`config.mk`:
```
export PLATFORM = sky130hd
export DESIGN_NAME = sms_bus_ctrl
export DESIGN_NICKNAME = d
export VERILOG_FILES = /design/src/verilog/sms_bus_pkg.sv /design/src/verilog/cpu_bus_if.sv /design/src/verilog/cpu_clock_enable.sv /design/src/verilog/io_read_select.sv /design/src/verilog/vdp_port_ctrl.sv /design/src/verilog/memory_mapper.sv /design/src/verilog/sms_bus_ctrl.sv
export SDC_FILE = /design/constraint.sdc
export NUM_CORES = 1
export LEC_CHECK = 0
export BUFFER_PORTS_ARGS = -buffer_cell sky130_fd_sc_hd__buf_2
export CAP_MARGIN = 20
export CELL_PAD_IN_SITES_DETAIL_PLACEMENT = 1
export CELL_PAD_IN_SITES_GLOBAL_PLACEMENT = 1
export CORE_ASPECT_RATIO = 0.9
export CORE_UTILIZATION = 40
export CTS_CLUSTER_SIZE = 10
export DETAILED_ROUTE_END_ITERATION = 10
export GPL_TIMING_DRIVEN = 0
export HOLD_SLACK_MARGIN = 0.12
export PLACE_DENSITY = 0.9
export SYNTH_ARGS = -nofsm -noshare
export SYNTH_HDL_FRONTEND = slang
export SYNTH_SLANG_ARGS = --single-unit
```
`constraint.sdc`:
```
create_clock -name cpuClock -period 6.8 [get_ports cpuClock]
set_input_delay 0.68 -clock cpuClock [delete_from_list [all_inputs] [get_ports cpuClock]]
set_output_delay 0.68 -clock cpuClock [all_outputs]
set_load 0.02 [all_outputs]
```
`src/verilog/sms_bus_pkg.sv`:
```
package sms_bus_pkg;

  // ========================================================================
  // Widths
  // ========================================================================
  localparam int c_cpu_addr_width  = 16;
  localparam int c_vram_addr_width = 14;
  localparam int c_rom_addr_width  = 24;
  localparam int c_btn_width       = 7;
  localparam int c_spritex_width   = 5;

  typedef logic [7:0]                   byte_t;
  typedef logic [c_cpu_addr_width-1:0]  cpu_addr_t;
  typedef logic [c_vram_addr_width-1:0] vram_addr_t;
  typedef logic [c_rom_addr_width-1:0]  rom_addr_t;

  // Decoded I/O port, from address bits 7:6 and bit 0
  typedef enum logic [3:0] {
    port_mem_ctrl  = 4'd0,
    port_v_counter = 4'd1,
    port_h_counter = 4'd2,
    port_psg       = 4'd3,
    port_vdp_data  = 4'd4,
    port_vdp_ctrl  = 4'd5,
    port_joy_0     = 4'd6,
    port_joy_1     = 4'd7,
    port_none      = 4'd8
  } io_port_t;

  // ========================================================================
  // Reset values and addresses
  // ========================================================================
  localparam int        c_vdp_reg_count  = 11;
  localparam byte_t     c_mem_ctrl_reset = 8'hF7;
  localparam byte_t     c_slot_reset_0   = 8'h00;
  localparam byte_t     c_slot_reset_1   = 8'h01;
  localparam byte_t     c_slot_reset_2   = 8'h02;
  localparam cpu_addr_t c_mapper_base    = 16'hFFFC;  // Misc, then slots 0 to 2

  localparam logic [c_spritex_width-1:0] c_spritex_none = '1;

  // VDP status byte, MSB first
  typedef struct packed {
    logic                       int_flag;
    logic                       overflow;
    logic                       collision;
    logic [c_spritex_width-1:0] spritex;
  } status_t;

endpackage

```
`src/verilog/cpu_bus_if.sv`:
```
interface cpu_bus_if;
  import sms_bus_pkg::*;

  cpu_addr_t addr;
  byte_t     wdata;     // Z80 data out
  logic      io_rd;     // Active high strobes
  logic      io_wr;
  logic      mem_rd;
  logic      mem_wr;
  io_port_t  io_port;
  logic      bus_edge;  // One cycle per CPU clock period

  // Strobe decode side
  modport source (
    output addr, wdata, io_rd, io_wr, mem_rd, mem_wr, io_port
  );

  // Clock enable side
  modport timing (
    output bus_edge
  );

  // Register blocks
  modport sink (
    input addr, wdata, io_rd, io_wr, mem_rd, mem_wr, io_port, bus_edge
  );

endinterface

```
`src/verilog/cpu_clock_enable.sv`:
```
module cpu_clock_enable #(
  parameter int c_cpu_clock_divide = 7
) (
  input  logic      i_clk,
  input  logic      i_n_reset,
  cpu_bus_if.timing bus
);

  localparam int c_count_width = $clog2(c_cpu_clock_divide);
  localparam logic [c_count_width-1:0] c_count_last =
    c_count_width'(c_cpu_clock_divide - 1);

  logic [c_count_width-1:0] count;

  // Free running divider, wraps at the last count
  always_ff @(posedge i_clk) begin
    if (!i_n_reset) begin
      count <= '0;
    end else if (count == c_count_last) begin
      count <= '0;
    end else begin
      count <= count + 1'b1;
    end
  end

  assign bus.bus_edge = (count == c_count_last);  // Last cycle of each period

endmodule

```
`src/verilog/io_read_select.sv`:
```
module io_read_select (
  input  logic                               i_clk,
  input  sms_bus_pkg::cpu_addr_t             i_cpu_addr,
  input  sms_bus_pkg::byte_t                 i_cpu_data,
  input  logic                               i_n_rd,
  input  logic                               i_n_wr,
  input  logic                               i_n_mreq,
  input  logic                               i_n_iorq,
  input  sms_bus_pkg::byte_t                 i_vram_dout,
  input  sms_bus_pkg::byte_t                 i_status,
  input  sms_bus_pkg::byte_t                 i_v_counter,
  input  sms_bus_pkg::byte_t                 i_h_counter,
  input  logic [sms_bus_pkg::c_btn_width-1:0] i_btn,
  input  sms_bus_pkg::byte_t                 i_bios_dout,
  input  sms_bus_pkg::byte_t                 i_rom_dout,
  input  sms_bus_pkg::byte_t                 i_ram_dout,
  input  logic                               i_bios_select,
  cpu_bus_if.source                          bus,
  output sms_bus_pkg::byte_t                 o_cpu_data
);
  import sms_bus_pkg::*;

  localparam byte_t c_joy_1_data = 8'hBF;  // No second pad

  logic                   io_rd;
  logic                   io_wr;
  logic                   mem_rd;
  io_port_t               io_port;
  logic [c_btn_width-1:0] btn_q;
  byte_t                  joy_0_data;

  // Z80 pins are active low
  assign io_rd  = !i_n_rd && !i_n_iorq;
  assign io_wr  = !i_n_wr && !i_n_iorq;
  assign mem_rd = !i_n_rd && !i_n_mreq;

  assign bus.addr    = i_cpu_addr;
  assign bus.wdata   = i_cpu_data;
  assign bus.io_rd   = io_rd;
  assign bus.io_wr   = io_wr;
  assign bus.mem_rd  = mem_rd;
  assign bus.mem_wr  = !i_n_wr && !i_n_mreq;
  assign bus.io_port = io_port;

  // ========================================================================
  // Port decode
  // ========================================================================
  always_comb begin
    case ({i_cpu_addr[7:6], i_cpu_addr[0]})
      3'b000:  io_port = port_mem_ctrl;
      3'b001:  io_port = port_none;       // Joypad control, ignored
      3'b010:  io_port = port_v_counter;
      3'b011:  io_port = io_wr ? port_psg : port_h_counter;
      3'b100:  io_port = port_vdp_data;
      3'b101:  io_port = port_vdp_ctrl;
      3'b110:  io_port = port_joy_0;
      default: io_port = port_joy_1;
    endcase
  end

  always_ff @(posedge i_clk) begin
    btn_q <= i_btn;
  end

  // Buttons pull low when pressed
  assign joy_0_data = {2'b11, ~btn_q[2:1], ~btn_q[6:3]};

  // ========================================================================
  // Read data back to the CPU
  // ========================================================================
  always_comb begin
    if (io_rd && io_port == port_vdp_data) begin
      o_cpu_data = i_vram_dout;
    end else if (io_rd && io_port == port_vdp_ctrl) begin
      o_cpu_data = i_status;
    end else if (io_rd && io_port == port_joy_0) begin
      o_cpu_data = joy_0_data;
    end else if (io_rd && io_port == port_joy_1) begin
      o_cpu_data = c_joy_1_data;
    end else if (io_rd && io_port == port_v_counter) begin
      o_cpu_data = i_v_counter;
    end else if (io_rd && io_port == port_h_counter) begin
      o_cpu_data = i_h_counter;
    end else if (mem_rd && i_cpu_addr[15:14] != 2'b11) begin
      o_cpu_data = i_bios_select ? i_bios_dout : i_rom_dout;  // Lower 48K
    end else begin
      o_cpu_data = i_ram_dout;
    end
  end

endmodule

```
`src/verilog/vdp_port_ctrl.sv`:
```
module vdp_port_ctrl (
  input  logic                                   i_clk,
  input  logic                                   i_n_reset,
  input  logic                                   i_interrupt_flag,
  input  logic                                   i_sprite_collision,
  input  logic                                   i_too_many_sprites,
  input  logic [sms_bus_pkg::c_spritex_width-1:0] i_spritex,
  cpu_bus_if.sink                                bus,
  output sms_bus_pkg::vram_addr_t                o_vram_addr,
  output logic                                   o_vram_wr,
  output logic                                   o_vram_rd,
  output logic                                   o_cram_selected,
  output sms_bus_pkg::byte_t                     o_status,
  output logic [2:0]                             o_vdp_mode,
  output sms_bus_pkg::vram_addr_t                o_name_table_addr,
  output sms_bus_pkg::byte_t                     o_x_scroll,
  output sms_bus_pkg::byte_t                     o_y_scroll
);
  import sms_bus_pkg::*;

  logic       data_wr;
  logic       data_rd;
  logic       ctrl_wr;
  logic       ctrl_rd;
  vram_addr_t vram_addr;
  logic       cram_selected;
  logic       second_byte;           // Latch flag
  byte_t      first_byte;
  logic       data_rd_q;
  logic       status_rd_q;
  logic       int_flag_q;
  logic       collision_q;
  byte_t      vdp_regs [c_vdp_reg_count];
  status_t    status;

  assign data_wr = bus.io_wr && (bus.io_port == port_vdp_data);
  assign data_rd = bus.io_rd && (bus.io_port == port_vdp_data);
  assign ctrl_wr = bus.io_wr && (bus.io_port == port_vdp_ctrl);
  assign ctrl_rd = bus.io_rd && (bus.io_port == port_vdp_ctrl);

  // ========================================================================
  // Control port and VRAM address
  // ========================================================================
  always_ff @(posedge i_clk) begin
    if (!i_n_reset) begin
      vram_addr     <= '0;
      cram_selected <= 1'b0;
      second_byte   <= 1'b0;
      data_rd_q     <= 1'b0;
      for (int i = 0; i < c_vdp_reg_count; i++) begin
        vdp_regs[i] <= '0;
      end
    end else if (bus.bus_edge) begin
      if (data_wr) vram_addr <= vram_addr + 1'b1;
      // Bump once the read cycle is over
      data_rd_q <= data_rd;
      if (data_rd_q && !data_rd) vram_addr <= vram_addr + 1'b1;

      if (ctrl_rd || data_rd || data_wr) second_byte <= 1'b0;

      if (ctrl_wr) begin
        second_byte <= !second_byte;
        if (!second_byte) begin
          first_byte <= bus.wdata;
        end else if (!bus.wdata[7]) begin
          // VRAM address, bit 6 only says read or write
          vram_addr     <= {bus.wdata[5:0], first_byte};
          cram_selected <= 1'b0;
        end else if (bus.wdata[7:6] == 2'b10 && bus.wdata[3:0] < c_vdp_reg_count) begin
          vdp_regs[bus.wdata[3:0]] <= first_byte;
        end else begin
          vram_addr     <= {8'h00, first_byte[5:0]};  // Palette entry
          cram_selected <= 1'b1;
        end
      end
    end
  end

  // Pulses aligned with the CPU strobe
  assign o_vram_wr       = bus.bus_edge && data_wr;
  assign o_vram_rd       = bus.bus_edge && data_rd;
  assign o_vram_addr     = vram_addr;
  assign o_cram_selected = cram_selected;

  // ========================================================================
  // Sticky status flags
  // ========================================================================
  always_ff @(posedge i_clk) begin
    if (!i_n_reset) begin
      int_flag_q  <= 1'b0;
      collision_q <= 1'b0;
      status_rd_q <= 1'b0;
    end else begin
      if (i_interrupt_flag) int_flag_q <= 1'b1;
      if (i_sprite_collision) collision_q <= 1'b1;
      if (bus.bus_edge) begin
        status_rd_q <= ctrl_rd;
        if (status_rd_q && !ctrl_rd) begin  // Clear wins over a new set
          int_flag_q  <= 1'b0;
          collision_q <= 1'b0;
        end
      end
    end
  end

  assign status.int_flag  = int_flag_q;
  assign status.overflow  = i_too_many_sprites;
  assign status.collision = collision_q;
  assign status.spritex   = i_too_many_sprites ? i_spritex : c_spritex_none;
  assign o_status         = status;

  // Mode 4 takes priority over the TMS modes
  always_comb begin
    if (vdp_regs[0][2]) begin
      o_vdp_mode = 3'd4;
    end else if (vdp_regs[1][3]) begin
      o_vdp_mode = 3'd3;
    end else if (vdp_regs[0][1]) begin
      o_vdp_mode = 3'd2;
    end else if (vdp_regs[1][4]) begin
      o_vdp_mode = 3'd1;
    end else begin
      o_vdp_mode = 3'd0;
    end
  end

  assign o_name_table_addr = {vdp_regs[2][3:1], 11'b0};
  assign o_x_scroll        = vdp_regs[8];
  assign o_y_scroll        = vdp_regs[9];

endmodule

```
`src/verilog/memory_mapper.sv`:
```
module memory_mapper (
  input  logic                   i_clk,
  input  logic                   i_n_reset,
  cpu_bus_if.sink                bus,
  output sms_bus_pkg::rom_addr_t o_rom_addr,
  output logic                   o_ram_we,
  output logic                   o_bios_select
);
  import sms_bus_pkg::*;

  logic  mapper_wr;
  logic  mem_ctrl_wr;
  byte_t mapper_regs [4];  // Misc at index 0, then slots 0 to 2
  byte_t mem_ctrl;

  // FFFC to FFFF
  assign mapper_wr   = bus.mem_wr && (bus.addr[15:2] == c_mapper_base[15:2]);
  assign mem_ctrl_wr = bus.io_wr && (bus.io_port == port_mem_ctrl);

  // ========================================================================
  // Mapper and memory control registers
  // ========================================================================
  always_ff @(posedge i_clk) begin
    if (!i_n_reset) begin
      mapper_regs[0] <= '0;
      mapper_regs[1] <= c_slot_reset_0;
      mapper_regs[2] <= c_slot_reset_1;
      mapper_regs[3] <= c_slot_reset_2;
      mem_ctrl       <= c_mem_ctrl_reset;
    end else if (bus.bus_edge) begin
      if (mapper_wr) mapper_regs[bus.addr[1:0]] <= bus.wdata;
      if (mem_ctrl_wr) mem_ctrl <= bus.wdata;
    end
  end

  // Cartridge address from the slot of each 16K quarter
  always_comb begin
    case (bus.addr[15:14])
      2'd0:    o_rom_addr = {2'b00, mapper_regs[1], bus.addr[13:0]};
      2'd1:    o_rom_addr = {2'b00, mapper_regs[2], bus.addr[13:0]};
      2'd2:    o_rom_addr = {2'b00, mapper_regs[3], bus.addr[13:0]};
      default: o_rom_addr = {8'h00, bus.addr};  // RAM quarter, unmapped
    endcase
  end

  assign o_ram_we      = bus.bus_edge && bus.mem_wr && (bus.addr[15:14] == 2'b11);
  assign o_bios_select = !mem_ctrl[3];  // Bit 3 low enables the BIOS

endmodule

```
`src/verilog/sms_bus_ctrl.sv`:
```
module sms_bus_ctrl #(
  parameter int c_cpu_clock_divide = 7
) (
  input  logic                                   i_n_hard_reset,
  input  logic                                   cpuClock,
  // Z80 pins
  input  sms_bus_pkg::cpu_addr_t                 i_cpu_addr,
  input  sms_bus_pkg::byte_t                     i_cpu_data,
  input  logic                                   i_n_rd,
  input  logic                                   i_n_wr,
  input  logic                                   i_n_mreq,
  input  logic                                   i_n_iorq,
  output sms_bus_pkg::byte_t                     o_cpu_data,
  // Video side
  input  sms_bus_pkg::byte_t                     i_vram_dout,
  input  sms_bus_pkg::byte_t                     i_v_counter,
  input  sms_bus_pkg::byte_t                     i_h_counter,
  input  logic                                   i_interrupt_flag,
  input  logic                                   i_sprite_collision,
  input  logic                                   i_too_many_sprites,
  input  logic [sms_bus_pkg::c_spritex_width-1:0] i_spritex,
  output sms_bus_pkg::vram_addr_t                o_vram_addr,
  output logic                                   o_vram_wr,
  output logic                                   o_vram_rd,
  output logic                                   o_cram_selected,
  output logic [2:0]                             o_vdp_mode,
  output sms_bus_pkg::vram_addr_t                o_name_table_addr,
  output sms_bus_pkg::byte_t                     o_x_scroll,
  output sms_bus_pkg::byte_t                     o_y_scroll,
  // Memories and pad
  input  logic [sms_bus_pkg::c_btn_width-1:0]    i_btn,
  input  sms_bus_pkg::byte_t                     i_bios_dout,
  input  sms_bus_pkg::byte_t                     i_rom_dout,
  input  sms_bus_pkg::byte_t                     i_ram_dout,
  output sms_bus_pkg::rom_addr_t                 o_rom_addr,
  output logic                                   o_ram_we,
  output logic                                   o_bios_select
);
  import sms_bus_pkg::*;

  byte_t status;

  cpu_bus_if u_bus ();

  cpu_clock_enable #(
    .c_cpu_clock_divide(c_cpu_clock_divide)
  ) u_cpu_clock_enable (
    .i_clk     (cpuClock),
    .i_n_reset (i_n_hard_reset),
    .bus       (u_bus.timing)
  );

  io_read_select u_io_read_select (
    .i_clk         (cpuClock),
    .i_cpu_addr    (i_cpu_addr),
    .i_cpu_data    (i_cpu_data),
    .i_n_rd        (i_n_rd),
    .i_n_wr        (i_n_wr),
    .i_n_mreq      (i_n_mreq),
    .i_n_iorq      (i_n_iorq),
    .i_vram_dout   (i_vram_dout),
    .i_status      (status),
    .i_v_counter   (i_v_counter),
    .i_h_counter   (i_h_counter),
    .i_btn         (i_btn),
    .i_bios_dout   (i_bios_dout),
    .i_rom_dout    (i_rom_dout),
    .i_ram_dout    (i_ram_dout),
    .i_bios_select (o_bios_select),
    .bus           (u_bus.source),
    .o_cpu_data    (o_cpu_data)
  );

  vdp_port_ctrl u_vdp_port_ctrl (
    .i_clk              (cpuClock),
    .i_n_reset          (i_n_hard_reset),
    .i_interrupt_flag   (i_interrupt_flag),
    .i_sprite_collision (i_sprite_collision),
    .i_too_many_sprites (i_too_many_sprites),
    .i_spritex          (i_spritex),
    .bus                (u_bus.sink),
    .o_vram_addr        (o_vram_addr),
    .o_vram_wr          (o_vram_wr),
    .o_vram_rd          (o_vram_rd),
    .o_cram_selected    (o_cram_selected),
    .o_status           (status),
    .o_vdp_mode         (o_vdp_mode),
    .o_name_table_addr  (o_name_table_addr),
    .o_x_scroll         (o_x_scroll),
    .o_y_scroll         (o_y_scroll)
  );

  memory_mapper u_memory_mapper (
    .i_clk         (cpuClock),
    .i_n_reset     (i_n_hard_reset),
    .bus           (u_bus.sink),
    .o_rom_addr    (o_rom_addr),
    .o_ram_we      (o_ram_we),
    .o_bios_select (o_bios_select)
  );

endmodule

```
# After elaboration in Yosys (flattened, before gate mapping)
# Memories as Yosys holds them, arrays and structs flattened.
# Cells that the tools add are included.
classes:
  reduce_logical: 43
  mux: 50
  bitwise: 4
  order_cmp: 1
  n_eq_ne: 20
  n_addsub: 2
ops:
  columns: ["operator", "n"]
  rows:
  - ["$mux 14", 6]
  - ["$mux 8", 10]
  - ["$pmux 22 s3", 1]
  - ["$pmux 4 s7", 1]
  - ["$mux 1", 26]
  - ["$logic_and 1x1->1", 22]
  - ["$eq 4x3->1 const B", 4]
  - ["$reduce_or 8->1", 2]
  - ["$add 14x1->14 const B", 1]
  - ["$eq 14x14->1 const B", 1]
  - ["$eq 3x3->1 const B", 4]
  - ["$mux 3", 3]
  - ["$logic_not 1->1", 8]
  - ["$reduce_and 4->1", 2]
  - ["$eq 2x2->1 const B", 3]
  - ["$eq 3x2->1 const B", 2]
  - ["$mux 5", 1]
  - ["$eq 4x1->1 const B", 1]
  - ["$eq 4x2->1 const B", 1]
  - ["$logic_not 4->1", 1]
  - ["$lt 4x4->1 const B", 1]
  - ["$mux 4", 1]
  - ["$ne 2x2->1 const B", 2]
  - ["$not 4->4", 1]
  - ["12 further kinds", 15]
totals:
  reg_bits: 42
  elab_cells: 133
  mem_bits_rw: 120
  output_inout_bits: 84
  mem_count: 2
  inputBits: 93
mem_list:
  columns: ["name", "words", "word_bits", "rd", "rd_clocked_by_memory_dff", "write_ports", "line_no", "source"]
  rows:
  - ["u_vdp_port_ctrl.vdp_regs", 11, 8, 5, 0, 11, "vdp_port_ctrl.sv:33", "byte_t vdp_regs [c_vdp_reg_count];"]
  - ["u_memory_mapper.mapper_regs", 4, 8, 3, 0, 4, "memory_mapper.sv:13", "byte_t mapper_regs [4];"]

# Longest topological paths before layout
# Gate-level depths: netlist of the first run.
depth:
  depth_word: 13
  mapped_depth: 9
  ltp_nobuf: 7

# By module
# A second synthesis of the first run with hierarchy kept.
unflattened:
  hier_cells: 525
  hier_area_um2: 5212.5
modules_own_cells:
  columns: ["mod", "area_per_inst_um2", "n_inst", "seq_area_each_um2", "cells_each"]
  rows:
  - ["vdp_port_ctrl", 2661.3, 1, 1331.3, 256]
  - ["memory_mapper", 1357.6, 1, 740.7, 124]
  - ["io_read_select", 1053.5, 1, 120.1, 132]
  - ["cpu_clock_enable", 140.1, 1, 60.1, 13]

# Least setup slack after synthesis of the first run
# No wires, ideal clock.
synth_path:
  kind: "input to output"
  start: "input i_cpu_addr[6]"
  end: "output o_cpu_data[7]"
  path_stages: 7
  required_time_ns: 6.120
  path_buffers: 3
  setup_slack_ns: 3.697
  t_arrival_ns: 2.423
  path_cell_list: "buf_4 or3b_2 buf_2 nor3_2 buf_4 a221oi_1 o31ai_1"
synth_between:
  elab_chain_cells: 10
  word_cells_on_any_way: 26
  cone_classes: "eq/ne (12); mux (7); reduce/logical (7)"
synth_rtl:
  columns: ["element", "line_no", "source"]
  rows:
  - ["start, declared", "sms_bus_ctrl.sv:7", "input sms_bus_pkg::cpu_addr_t i_cpu_addr,"]
  - ["$eq 3x3->1 (tied with other cells)", "io_read_select.sv:49", "case ({i_cpu_addr[7:6], i_cpu_addr[0]})"]
  - ["$pmux 4 s7 *", "io_read_select.sv:49", null]
  - ["$eq 4x2->1", "io_read_select.sv:82", "end else if (io_rd && io_port == port_h_counter) begin"]
  - ["$logic_and 1x1->1", "io_read_select.sv:82", null]
  - ["$mux 8", "io_read_select.sv:82", null]
  - ["$mux 8", "io_read_select.sv:80", "end else if (io_rd && io_port == port_v_counter) begin"]
  - ["$mux 8", "io_read_select.sv:78", "end else if (io_rd && io_port == port_joy_1) begin"]
  - ["$mux 8", "io_read_select.sv:76", "end else if (io_rd && io_port == port_joy_0) begin"]
  - ["$mux 8", "io_read_select.sv:74", "end else if (io_rd && io_port == port_vdp_ctrl) begin"]
  - ["$mux 8 *", "io_read_select.sv:72", "if (io_rd && io_port == port_vdp_data) begin"]
  - ["end, declared", "sms_bus_ctrl.sv:13", "output sms_bus_pkg::byte_t o_cpu_data,"]
# Every way passes the cells marked *; elsewhere a longest branch is shown, timed or not.

# Worst setup path after layout of the first run
layout_path:
  start: "input i_cpu_addr[0]"
  end: "output o_cpu_data[3]"
# The elaborated chain is that of the path after synthesis.

==> results of run 1 <==
-- sequential cells by signal, indices dropped and copies added, names as in the netlist --
| name | flops |
|---|---|
| u_io_read_select.btn_q | 6 |
| u_memory_mapper.mem_ctrl | 1 |
| u_vdp_port_ctrl.first_byte | 8 |
| u_vdp_port_ctrl.o_cram_selected | 1 |
| u_vdp_port_ctrl.collision_q | 1 |
| u_memory_mapper.mapper_regs | 24 |
| u_vdp_port_ctrl.data_rd_q | 1 |
| u_vdp_port_ctrl.status_rd_q | 1 |
| u_vdp_port_ctrl.second_byte | 1 |
| u_vdp_port_ctrl.vdp_regs | 23 |
| u_vdp_port_ctrl.o_vram_addr | 14 |
| u_vdp_port_ctrl.int_flag_q | 1 |
| u_cpu_clock_enable.count | 3 |
-- cells by family after synthesis --
group,Yosys count,synth area share [%]
flip-flops,85,45.8
multiplexers,18,3.71
adder cells (fa/ha/maj),3,0.763
AO/OA/AOI/OAI,120,16.4
AND/OR/NAND/NOR,223,25.2
buffers and inverters,68,8.08
other,1,0.0762
-- layout make-up --
class / instances / area share [%]
Multi-Input combinational cell: 377 / 36.6
Sequential cell: 85 / 35.6
Timing Repair Buffer: 164 / 13.1
Buffer: 59 / 5.75
Clock buffer: 9 / 3.56
Tap cell: 160 / 3.16
Clock inverter: 7 / 1.68
Inverter: 9 / 0.534
-- worst min path at each step --
| stage | from | slack, ns | endpoint | cells after the start |
|---|---|---|---|---|
| after floorplan | u_cpu_clock_enable.count[0] | 0.42 | u_cpu_clock_enable.count[0] | 1 |
| after global placement | u_cpu_clock_enable.count[0] | 0.43 | u_cpu_clock_enable.count[0] | 1 |
| after detailed placement | u_vdp_port_ctrl.status_rd_q | 0.45 | u_vdp_port_ctrl.status_rd_q | 2 |
| after CTS | i_btn[5] | 0.41 | u_io_read_select.btn_q[5] | 1 |
| after global routing | i_btn[4] | 0.42 | u_io_read_select.btn_q[4] | 1 |
| final | i_btn[5] | 0.42 | u_io_read_select.btn_q[5] | 1 |
-- critical path, stage by stage --
cell      delay [ns]
buf_2           0.19
buf_1           0.45
clkbuf_1        0.41
a21oi_1         0.10
o32ai_1         0.46
o22ai_1         0.16
nor2_1          0.11
buf_2           0.17
-- synth_stat cells (all sizes together) (2+ instances only) --
library cell / number
edfxtp: 55
and2: 48
nand2: 45
buf: 40
nor2: 40
dfxtp: 30
a21oi: 26
o21ai: 25
a211oi: 20
clkbuf: 19
nand3: 18
mux2i: 16
nor3: 14
nand2b: 11
inv: 9
or4: 8
a31oi: 7
and3: 6
nand4: 5
nor2b: 5
nor4: 4
nor4b: 4
o211ai: 4
o21a: 4
o31ai: 4
o32ai: 4
and4: 3
ha: 3
o221ai: 3
o22ai: 3
or3: 3
a21o: 2
a221oi: 2
a22oi: 2
a311oi: 2
a32oi: 2
a41oi: 2
and4b: 2
mux2: 2
nand3b: 2
nand4b: 2
or4b: 2
-- layer usage --
| metal | vias up | track usage [%] | wire length, um |
|---|---|---|---|
| li1 | 2251 | - | - |
| met1 | 2388 | 31.8 | 6940 |
| met2 | 191 | 46.2 | 8180 |
| met3 | 36 | 5.32 | 1010 |
| met4 | 0 | 10.8 | 398 |
| met5 | - | 0 | 0 |
-- power by group through the flow --
stage,clock (mW),combinational (mW),sequential [mW]
after floorplan,0,0.0974,0.591
after global placement,0,0.174,0.584
after detailed placement,0,0.180,0.586
after CTS,0.560,0.181,0.575
after global routing,0.577,0.197,0.576
final,0.553,0.184,0.574
-- stage by stage --
step | cell area [sq um] | util (%) | total power [mW]
detailed placement | 5970 | 49.6 | 0.766
CTS | 6300 | 52.4 | 1.32
floorplan | 4970 | - | 0.688
global route | 6330 | 52.6 | 1.35
global placement | 5970 | 49.6 | 0.758
finish | 6330 | 52.6 | 1.31
==> results.sh, run 1 <==
export IMPL_r2r_end="u_memory_mapper.mapper_regs[1][0]"
export IMPL_cts_inserted_buffers=9
export IMPL_hpwl_mm=12.7
export IMPL_overflow=0
export IMPL_syn_area_sq_mm=0.00492
export IMPL_p_sw_share_pct=26.6
export IMPL_htreeDepth=3
export IMPL_cts_tree="built"
export IMPL_instances_no_fill=870
export IMPL_fin_nets=801
export IMPL_start_util_pct=40.9
export IMPL_reg2reg_depth=7
export IMPL_drt_iter0_drc=337
export IMPL_synthToLayoutAreaGrowth_pct=28.5
export IMPL_seqPwrFrac_pct=43.8
export IMPL_cts_sinks=85
export IMPL_final_cell_mix="buf_2 (165), edfxtp_1 (55), and2_1 (47)"
export IMPL_synth_cells=518
export IMPL_coreArea_sq_mm=0.0120
export IMPL_dieArea_sq_mm=0.0128
export IMPL_layout_commonest_cell="buf_2"
export IMPL_ys_ff_latch=85
export IMPL_yosysTopAreaCell="edfxtp_1"
export IMPL_first_pass_iters=4
export IMPL_via_count=4866
export IMPL_p_comb_share_pct=14.0
export IMPL_critPathCaptureType="output port"
export IMPL_synth_edf_count=55
export IMPL_ant_nets=0
export IMPL_yosysTopAreaCellShare_pct=33.6
export IMPL_async_reset_ff_share_pct=0
export IMPL_routedWlPerCell_um=19.0
export IMPL_slew_viol_final=0
export IMPL_skew_ns=0.00857
export IMPL_whs_ns=0.419
export IMPL_drive_above_1_share_pct=32.7
export IMPL_rrSetupSlack_ns=4.14
export IMPL_cp_arrival_ns=2.73
export IMPL_die_y_um=107
export IMPL_power_density_mw_per_mm2=207
export IMPL_max_freq_mhz=294
export IMPL_ir_drop_mv=0.118
export IMPL_crit_fanout=10
export IMPL_via_per_inst=5.59
export IMPL_cts_resized=0
export IMPL_startpoint="i_cpu_addr[0]"
export IMPL_ys_types=65
export IMPL_grt_first_pass_wirelength_mm=25.8
export IMPL_fin_setup_tns_ns=0
export IMPL_status="finished clean"
export IMPL_clock_power_share_pct=42.2
export IMPL_min_period_over_period_pct=50.1
export IMPL_nFillCells=1419
export IMPL_post_cts_buffers=0
export IMPL_port_buffers=160
export IMPL_post_place_ws_ns=3.28
export IMPL_synthFlopType="edfxtp_1"
export IMPL_worstSkewPairLatency_ns=0.36
export IMPL_setup_viol=0
export IMPL_max_slew_margin_pct=44.9
export IMPL_avgSynthCellArea_sq_um=9.50
export IMPL_grt_pass1_vias=4933
export IMPL_p_int_uw=962
export IMPL_p_switching_uw=349
export IMPL_rsz0062_at_grt="false"
export IMPL_fin_ws_ns=3.39
export IMPL_cp_start_kind="input port"
export IMPL_yosys_top_cells_area="edfxtp_1 (34%), dfxtp_1 (12%), and2_1 (6.0%)"
export IMPL_totalWireLength_mm=16.5
export IMPL_cap_violations=0
export IMPL_die_width_um=119
export IMPL_ioPinCount=177
export IMPL_yosysSeqAreaShare_pct=45.8
export IMPL_hold_buffers=0
export IMPL_gp_congestion=0.859
export IMPL_yosysWarnings=0
export IMPL_track_usage_pct=26.4
export IMPL_multi_input_area_sq_mm=0.00232
export IMPL_hold_viol=0
export IMPL_grt_max_degree=17
export IMPL_area_sequential_sq_mm=0.00225
export IMPL_ctsLongestPathBuffers=2
export IMPL_endpoint="o_cpu_data[3]"
export IMPL_dp_cells=850
export IMPL_hp_class="input port to flop"
export IMPL_power_leakage_nw=2.60
export IMPL_criticalPathCategory="input port to output port"
export IMPL_antenna_found_initial=0
export IMPL_worstMarginPinSlew_ns=0.821
export IMPL_drc=0
export IMPL_crit_required_ns=6.12
export IMPL_period_needed_ns=3.41
export IMPL_timing_rr_start="u_cpu_clock_enable.count[0]"
export IMPL_clockRootBuffer="clkbuf_16"
export IMPL_insertedDiodeCount=0
export IMPL_rows=38
export IMPL_clkTransAtPathRegs_ns=0.07
Power figures use the tool's default switching activity.
==> run 2, diff against run 1 <==
Settings changed: CORE_UTILIZATION 40 to 37, PLACE_DENSITY 0.9 to 0.84.
Clock period 6.8 ns to 3.3 ns, I/O delays scaled along.
==> run 2 against run 1 <==
Critical path depth is 1 lower. Die area is 8.0% higher. Total power is 97% higher. Worst setup slack worse by 2.9 ns. Sequential power is 110% higher. Highest routed layer unchanged. Register-to-register slack worse by 3.4 ns. Combinational power is 110% higher. Design area is 0.47% higher. Sequential share of layout area is 0.17 points lower. Flip-flop and latch count stayed put. Clock-buffer cell count stayed put. Critical path type is now flop to output port. Utilization is 3.1 points lower.
==> results.sh, run 2 (synthesis results as in run 1) <==
export IMPL_worstMarginPinSlew_ns=0.830
export IMPL_insertedDiodeCount=0
export IMPL_cts_inserted_buffers=9
export IMPL_overflow=0
export IMPL_max_slew_margin_pct=44.2
export IMPL_slew_viol_final=0
export IMPL_hpwl_mm=12.8
export IMPL_die_y_um=111
export IMPL_ioPinCount=177
export IMPL_coreArea_sq_mm=0.0128
export IMPL_totalWireLength_mm=16.7
export IMPL_power_density_mw_per_mm2=407
export IMPL_wl_met2_mm=8.38
export IMPL_min_period_over_period_pct=84.9
export IMPL_area_sequential_sq_mm=0.00225
export IMPL_nFillCells=1551
export IMPL_hold_viol=0
export IMPL_cts_sinks=85
export IMPL_rows=39
export IMPL_track_usage_pct=24.7
export IMPL_cts_tree="built"
export IMPL_hold_buffers=6
export IMPL_power_leakage_nw=2.61
export IMPL_antenna_found_initial=0
export IMPL_ant_nets=0
export IMPL_largest_register_ffs=24
export IMPL_max_freq_mhz=357
export IMPL_drive_above_1_share_pct=32.4
export IMPL_via_per_inst=5.46
export IMPL_grt_first_pass_wirelength_mm=25.9
export IMPL_ir_drop_mv=0.334
export IMPL_criticalPathCategory="flop to output port"
export IMPL_dieArea_sq_mm=0.0138
export IMPL_clockRootBuffer="clkbuf_16"
export IMPL_status="finished clean"
export IMPL_via_count=4807
export IMPL_start_util_pct=38.4
export IMPL_worstSkewPairLatency_ns=0.36
export IMPL_multi_input_area_sq_mm=0.00232
export IMPL_ctsLongestPathBuffers=2
export IMPL_drt_iter0_drc=359
export IMPL_crit_fanout=10
export IMPL_synthToLayoutAreaGrowth_pct=29.2
export IMPL_final_cell_mix="buf_2 (167), edfxtp_1 (55), and2_1 (47)"
export IMPL_wl_met3_um=890
export IMPL_fin_nets=807
export IMPL_htreeDepth=3
export IMPL_die_width_um=124
export IMPL_critPathCaptureType="output port"
export IMPL_period_needed_ns=2.80
export IMPL_cap_violations=0
export IMPL_port_buffers=160
export IMPL_grt_pass1_vias=4880
export IMPL_whs_ns=0.173
export IMPL_cts_resized=0
export IMPL_highest_layer="met4"
export IMPL_gp_congestion=0.832
export IMPL_cp_start_kind="flop"
export IMPL_first_pass_iters=4
export IMPL_drc=0
export IMPL_skew_ns=0.00836
export IMPL_setup_viol=0
export IMPL_post_cts_buffers=0
export IMPL_layout_commonest_cell="buf_2"
export IMPL_fin_util_pct=49.5
export IMPL_regMostFlops="u_memory_mapper.mapper_regs"
export IMPL_met1_length_mm=7.19
export IMPL_rsz0062_at_grt="false"
export IMPL_routedWlPerCell_um=18.9
export IMPL_hp_class="input port to flop"
export IMPL_grt_max_degree=19
export IMPL_crit_required_ns=2.97
export IMPL_cp_arrival_ns=2.47
export IMPL_clkTransAtPathRegs_ns=0.07
-- run 2: changes by cell type in the layout (fill, tap and decap cells not counted), sizes merged --
cell / before / now
inv: 11 / 13
clkbuf: 32 / 30
dlygate4sd3: 0 / 6
buf: 200 / 202
bufinv: 2 / 0
-- run 2: power breakdown --
| group | internal (mW) | leakage (nW) | switching [mW] | total (mW) |
|---|---|---|---|---|
| Clock | 0.536 | 0.147 | 0.488 | 1.02 |
| Sequential | 1.16 | 0.796 | 0.0212 | 1.18 |
| Combinational | 0.151 | 1.67 | 0.233 | 0.384 |
| Total | 1.85 | 2.61 | 0.742 | 2.59 |
-- run 2: area by class of cell --
cell class              instances  area share, %
multi-input cells             377           36.4
flip-flops and latches         85           35.4
repair buffers                170           13.9
plain buffers                  59           5.73
clock buffers                   9           3.54
well taps                     164           3.23
clock inverters                 7           1.16
inverters                       9          0.531
-- run 2: layer usage --
layer,vias to the layer above,global-route usage (%)
met4,0,5.54
li1,2265,-
met1,2366,31.3
met2,160,42.5
met5,-,0
met3,16,5.17
-- run 2: path summary, 6_finish.rpt --
check                                           end                        start  slack (ns)  cells after the start
setup reg to reg  u_memory_mapper.mapper_regs[2][0]  u_cpu_clock_enable.count[0]        0.72                      7
setup / recovery                          o_vram_wr  u_cpu_clock_enable.count[0]        0.50                      7
hold / removal           u_vdp_port_ctrl.int_flag_q             i_interrupt_flag        0.17                      2
hold reg to reg         u_cpu_clock_enable.count[0]  u_cpu_clock_enable.count[0]        0.46                      1
-- run 2: worst max-delay path: stages (launching register included) --
cell and delay [ns]:
dfxtp_1 0.36, inv_1 0.06, ha_1 0.22, nand2_1 0.22, clkbuf_1 0.40, clkbuf_1 0.57, nor3_1 0.10, buf_2 0.19
-- run 2: through the flow --
stage	cells	TNS [ns]	worst slack, ns	power (mW)	area (sq um)
6_report	880	0	0.497	2.59	6360
5_1_grt	880	0	0.373	2.68	6360
4_1_cts	877	0	0.308	2.60	6340
3_5_place_dp	855	-0.503	-0.0633	1.58	5980
3_3_place_gp	854	0	0.139	1.56	5970
2_1_floorplan	530	0	0.543	1.42	4970
==> run 3, diff against run 2 <==
Settings changed: ABC_AREA set to 1, CORE_UTILIZATION 37 to 32, PLACE_DENSITY 0.84 to 0.81.
Clock period 3.3 ns to 2.5 ns, I/O delays scaled along.
==> run 3 against run 2 <==
Design area is 0.69% lower. Area after synthesis shrank 1.3%. Clock power grew 23%. Flip-flop and latch count is the same. Non-clock buffer count is 20 lower. Clock-buffer cell count unchanged. Largest cell class is now flip-flops and latches.
==> results.sh, run 3 <==
export IMPL_yosysWarnings=0
export IMPL_synth_commonest_cells="nand2_1 (203), inv_1 (72), nor2_1 (71)"
export IMPL_power_density_mw_per_mm2=515
export IMPL_ioPinCount=177
export IMPL_ys_ff_latch=85
export IMPL_clock_power_share_pct=38.6
export IMPL_critPathCaptureType="output port"
export IMPL_ys_types=35
export IMPL_synth_edf_count=55
export IMPL_avgSynthCellArea_sq_um=7.54
export IMPL_rrSetupSlack_ns=0.25
export IMPL_nFillCells=1901
export IMPL_final_cell_mix="nand2_1 (203), buf_2 (164), inv_1 (72)"
export IMPL_via_per_inst=4.57
export IMPL_reg2reg_depth=6
export IMPL_cp_start_kind="flop"
export IMPL_crit_top_cell="nand2_1"
export IMPL_grt_use_met1_pct=25.4
export IMPL_crit_required_ns=2.25
export IMPL_grt_first_pass_wirelength_mm=24.6
export IMPL_port_buffers=161
export IMPL_synthFlopType="edfxtp_1"
export IMPL_whs_ns=0.129
export IMPL_cts_inserted_buffers=9
export IMPL_ctsLongestPathBuffers=2
export IMPL_rsz0062_at_grt="false"
export IMPL_coreArea_sq_mm=0.0148
export IMPL_status="finished clean"
export IMPL_p_switching_uw=874
export IMPL_p_comb_share_pct=14.0
export IMPL_drive_above_1_share_pct=27.8
export IMPL_cp_num_buf_inv=2
export IMPL_cp_top_family="simple AND/OR/NAND/NOR gates"
export IMPL_routedWlPerCell_um=14.7
export IMPL_regMostFlops="u_memory_mapper.mapper_regs"
export IMPL_cp_slowest_stage_delay_ns=0.55
export IMPL_power_leakage_nw=3.04
export IMPL_drc=0
export IMPL_met3_usage_pct=4.21
export IMPL_fin_ws_ns=0.236
export IMPL_yosysTopAreaCellShare_pct=34.0
export IMPL_fin_setup_tns_ns=0
export IMPL_first_pass_iters=4
export IMPL_crit_fanout=10
export IMPL_grt_busiest_layer="met2"
export IMPL_die_y_um=119
export IMPL_synth_cells=644
export IMPL_post_cts_buffers=0
export IMPL_yosysSeqAreaShare_pct=46.4
export IMPL_timing_rr_start="u_cpu_clock_enable.count[0]"
export IMPL_critPathSlowestCell="dfxtp_1"
export IMPL_hold_depth=3
export IMPL_hold_path_end="u_vdp_port_ctrl.collision_q"
export IMPL_min_period_over_period_pct=90.6
export IMPL_largest_register_ffs=24
export IMPL_drt_iter0_drc=187
export IMPL_slew_viol_final=0
export IMPL_synth_most_common_cell="nand2_1"
export IMPL_worstSkewPairLatency_ns=0.35
export IMPL_grt_pass1_vias=4781
export IMPL_multi_input_area_sq_mm=0.00210
export IMPL_ir_drop_mv=0.343
export IMPL_layout_commonest_cell="nand2_1"
export IMPL_insertedDiodeCount=0
export IMPL_place_area_sq_mm=0.00596
export IMPL_hold_viol=0
export IMPL_track_usage_pct=20.0
export IMPL_max_freq_mhz=442
export IMPL_min_delay_start="i_sprite_collision"
export IMPL_period_needed_ns=2.26
export IMPL_via_count=4738
export IMPL_p_int_mw=2.37
export IMPL_r2r_end="u_vdp_port_ctrl.first_byte[2]"
export IMPL_worstPathCellList="inv_2, nor2_1, o21ai_0, o21ai_0, nand2_1, nand3_1, nand2_1, nand2_1, nand2_1, nand2_1, nand2_1, buf_2"
export IMPL_antenna_found_initial=0
export IMPL_htreeDepth=3
export IMPL_yosysTopAreaCell="edfxtp_1"
export IMPL_hpwl_mm=12.1
export IMPL_grt_max_degree=16
export IMPL_fin_area_sq_mm=0.00631
export IMPL_start_util_pct=32.9
export IMPL_cts_tree="built"
export IMPL_syn_area_sq_mm=0.00486
export IMPL_worstMarginPinSlew_ns=0.668
export IMPL_setup_viol=0
export IMPL_cts_sinks=85
export IMPL_async_reset_ff_share_pct=0
export IMPL_fin_nets=931
export IMPL_totalWireLength_mm=15.3
export IMPL_hp_class="input port to flop"
export IMPL_ant_nets=0
export IMPL_gp_congestion=0.834
export IMPL_die_width_um=132
export IMPL_dieArea_sq_mm=0.0157
export IMPL_clkTransAtPathRegs_ns=0.06
export IMPL_synthToLayoutAreaGrowth_pct=30.0
export IMPL_p_sw_share_pct=26.9
export IMPL_max_slew_margin_pct=55.3
export IMPL_seqPwrFrac_pct=47.4
export IMPL_clockRootBuffer="clkbuf_16"
export IMPL_skew_ns=0.0145
export IMPL_yosys_top_cells_area="edfxtp_1 (34%), nand2_1 (16%), dfxtp_1 (12%)"
export IMPL_cp_arrival_ns=2.01
export IMPL_cap_violations=0
export IMPL_overflow=0
export IMPL_post_place_ws_ns=-0.215
export IMPL_criticalPathCategory="flop to output port"
export IMPL_met2_usage_pct=34.4
export IMPL_rows=42
export IMPL_area_sequential_sq_mm=0.00225
-- run 3: cells by family after synthesis --
logic type,Yosys count,share of synthesized area (%)
buf+inv,116,11.7
other cells,1,0.0772
xor+xnor,4,0.721
flops,85,46.4
simple gates,369,33.1
fa+ha+maj,3,0.773
compound gates,66,7.26
-- run 3: worst reg2reg max path, cell delays in order (launching register included) --
cell	delay (ns)
dfxtp_1	0.32
inv_1	0.06
ha_1	0.13
nand2_1	0.28
nor2_1	0.39
inv_1	0.15
nor2_1	0.55
-- run 3: routing by layer --
metal  up-vias  part of all wire, %
met5         -                    0
met4         0                  1.2
met3        17                  4.4
met2        95                   48
met1      2194                   46
li1       2432                    -
-- run 3: repair_timing --
action / CTS / global route
hold buffers: 7 / 0
endpoints found under the hold margin: 7 / 0
resized for setup: 1 / 4
endpoints found under the setup margin: 8 / 14
-- run 3: per-stage QoR --
step | std cells | utilization, % | power [mW]
after floorplan | 656 | - | 1.83
after global placement | 1015 | 40.3 | 2.00
after detailed placement | 1015 | 40.3 | 2.02
after CTS | 1037 | 42.6 | 3.27
after global routing | 1037 | 42.8 | 3.37
final | 1037 | 42.8 | 3.25
-- run 3: final cells by class --
cell class | count | share of cell area [%]
Inverter | 75 | 4.46
Buffer | 40 | 4.48
Tap cell | 198 | 3.92
Multi-Input combinational cell | 455 | 33.2
Clock inverter | 6 | 0.713
Timing Repair Buffer | 169 | 14.0
Sequential cell | 85 | 35.7
Clock buffer | 9 | 3.57
-- run 3: power by group through the flow --
| stage | Sequential [mW] | Combinational, mW | Clock (mW) |
|---|---|---|---|
| after floorplan | 1.58 | 0.245 | 0 |
| after global placement | 1.57 | 0.435 | 0 |
| after detailed placement | 1.57 | 0.444 | 0 |
| after CTS | 1.54 | 0.453 | 1.27 |
| after global routing | 1.54 | 0.499 | 1.33 |
| final | 1.54 | 0.454 | 1.25 |
-- run 3: worst max-delay path by stage --
stage | from | endpoint | slack, ns | cells after the start
2_1_floorplan | u_cpu_clock_enable.count[0] | u_memory_mapper.mapper_regs[1][0] | 0.01 | 6
3_3_place_gp | u_cpu_clock_enable.count[0] | u_memory_mapper.mapper_regs[1][4] | -0.1 | 6
6_report | u_memory_mapper.mem_ctrl[3] | o_cpu_data[0] | 0.24 | 12
3_5_place_dp | u_cpu_clock_enable.count[0] | u_memory_mapper.mapper_regs[1][3] | -0.21 | 6
4_1_cts | u_memory_mapper.mem_ctrl[3] | o_cpu_data[0] | 0.04 | 13
5_1_grt | u_memory_mapper.mem_ctrl[3] | o_cpu_data[0] | 0.02 | 12
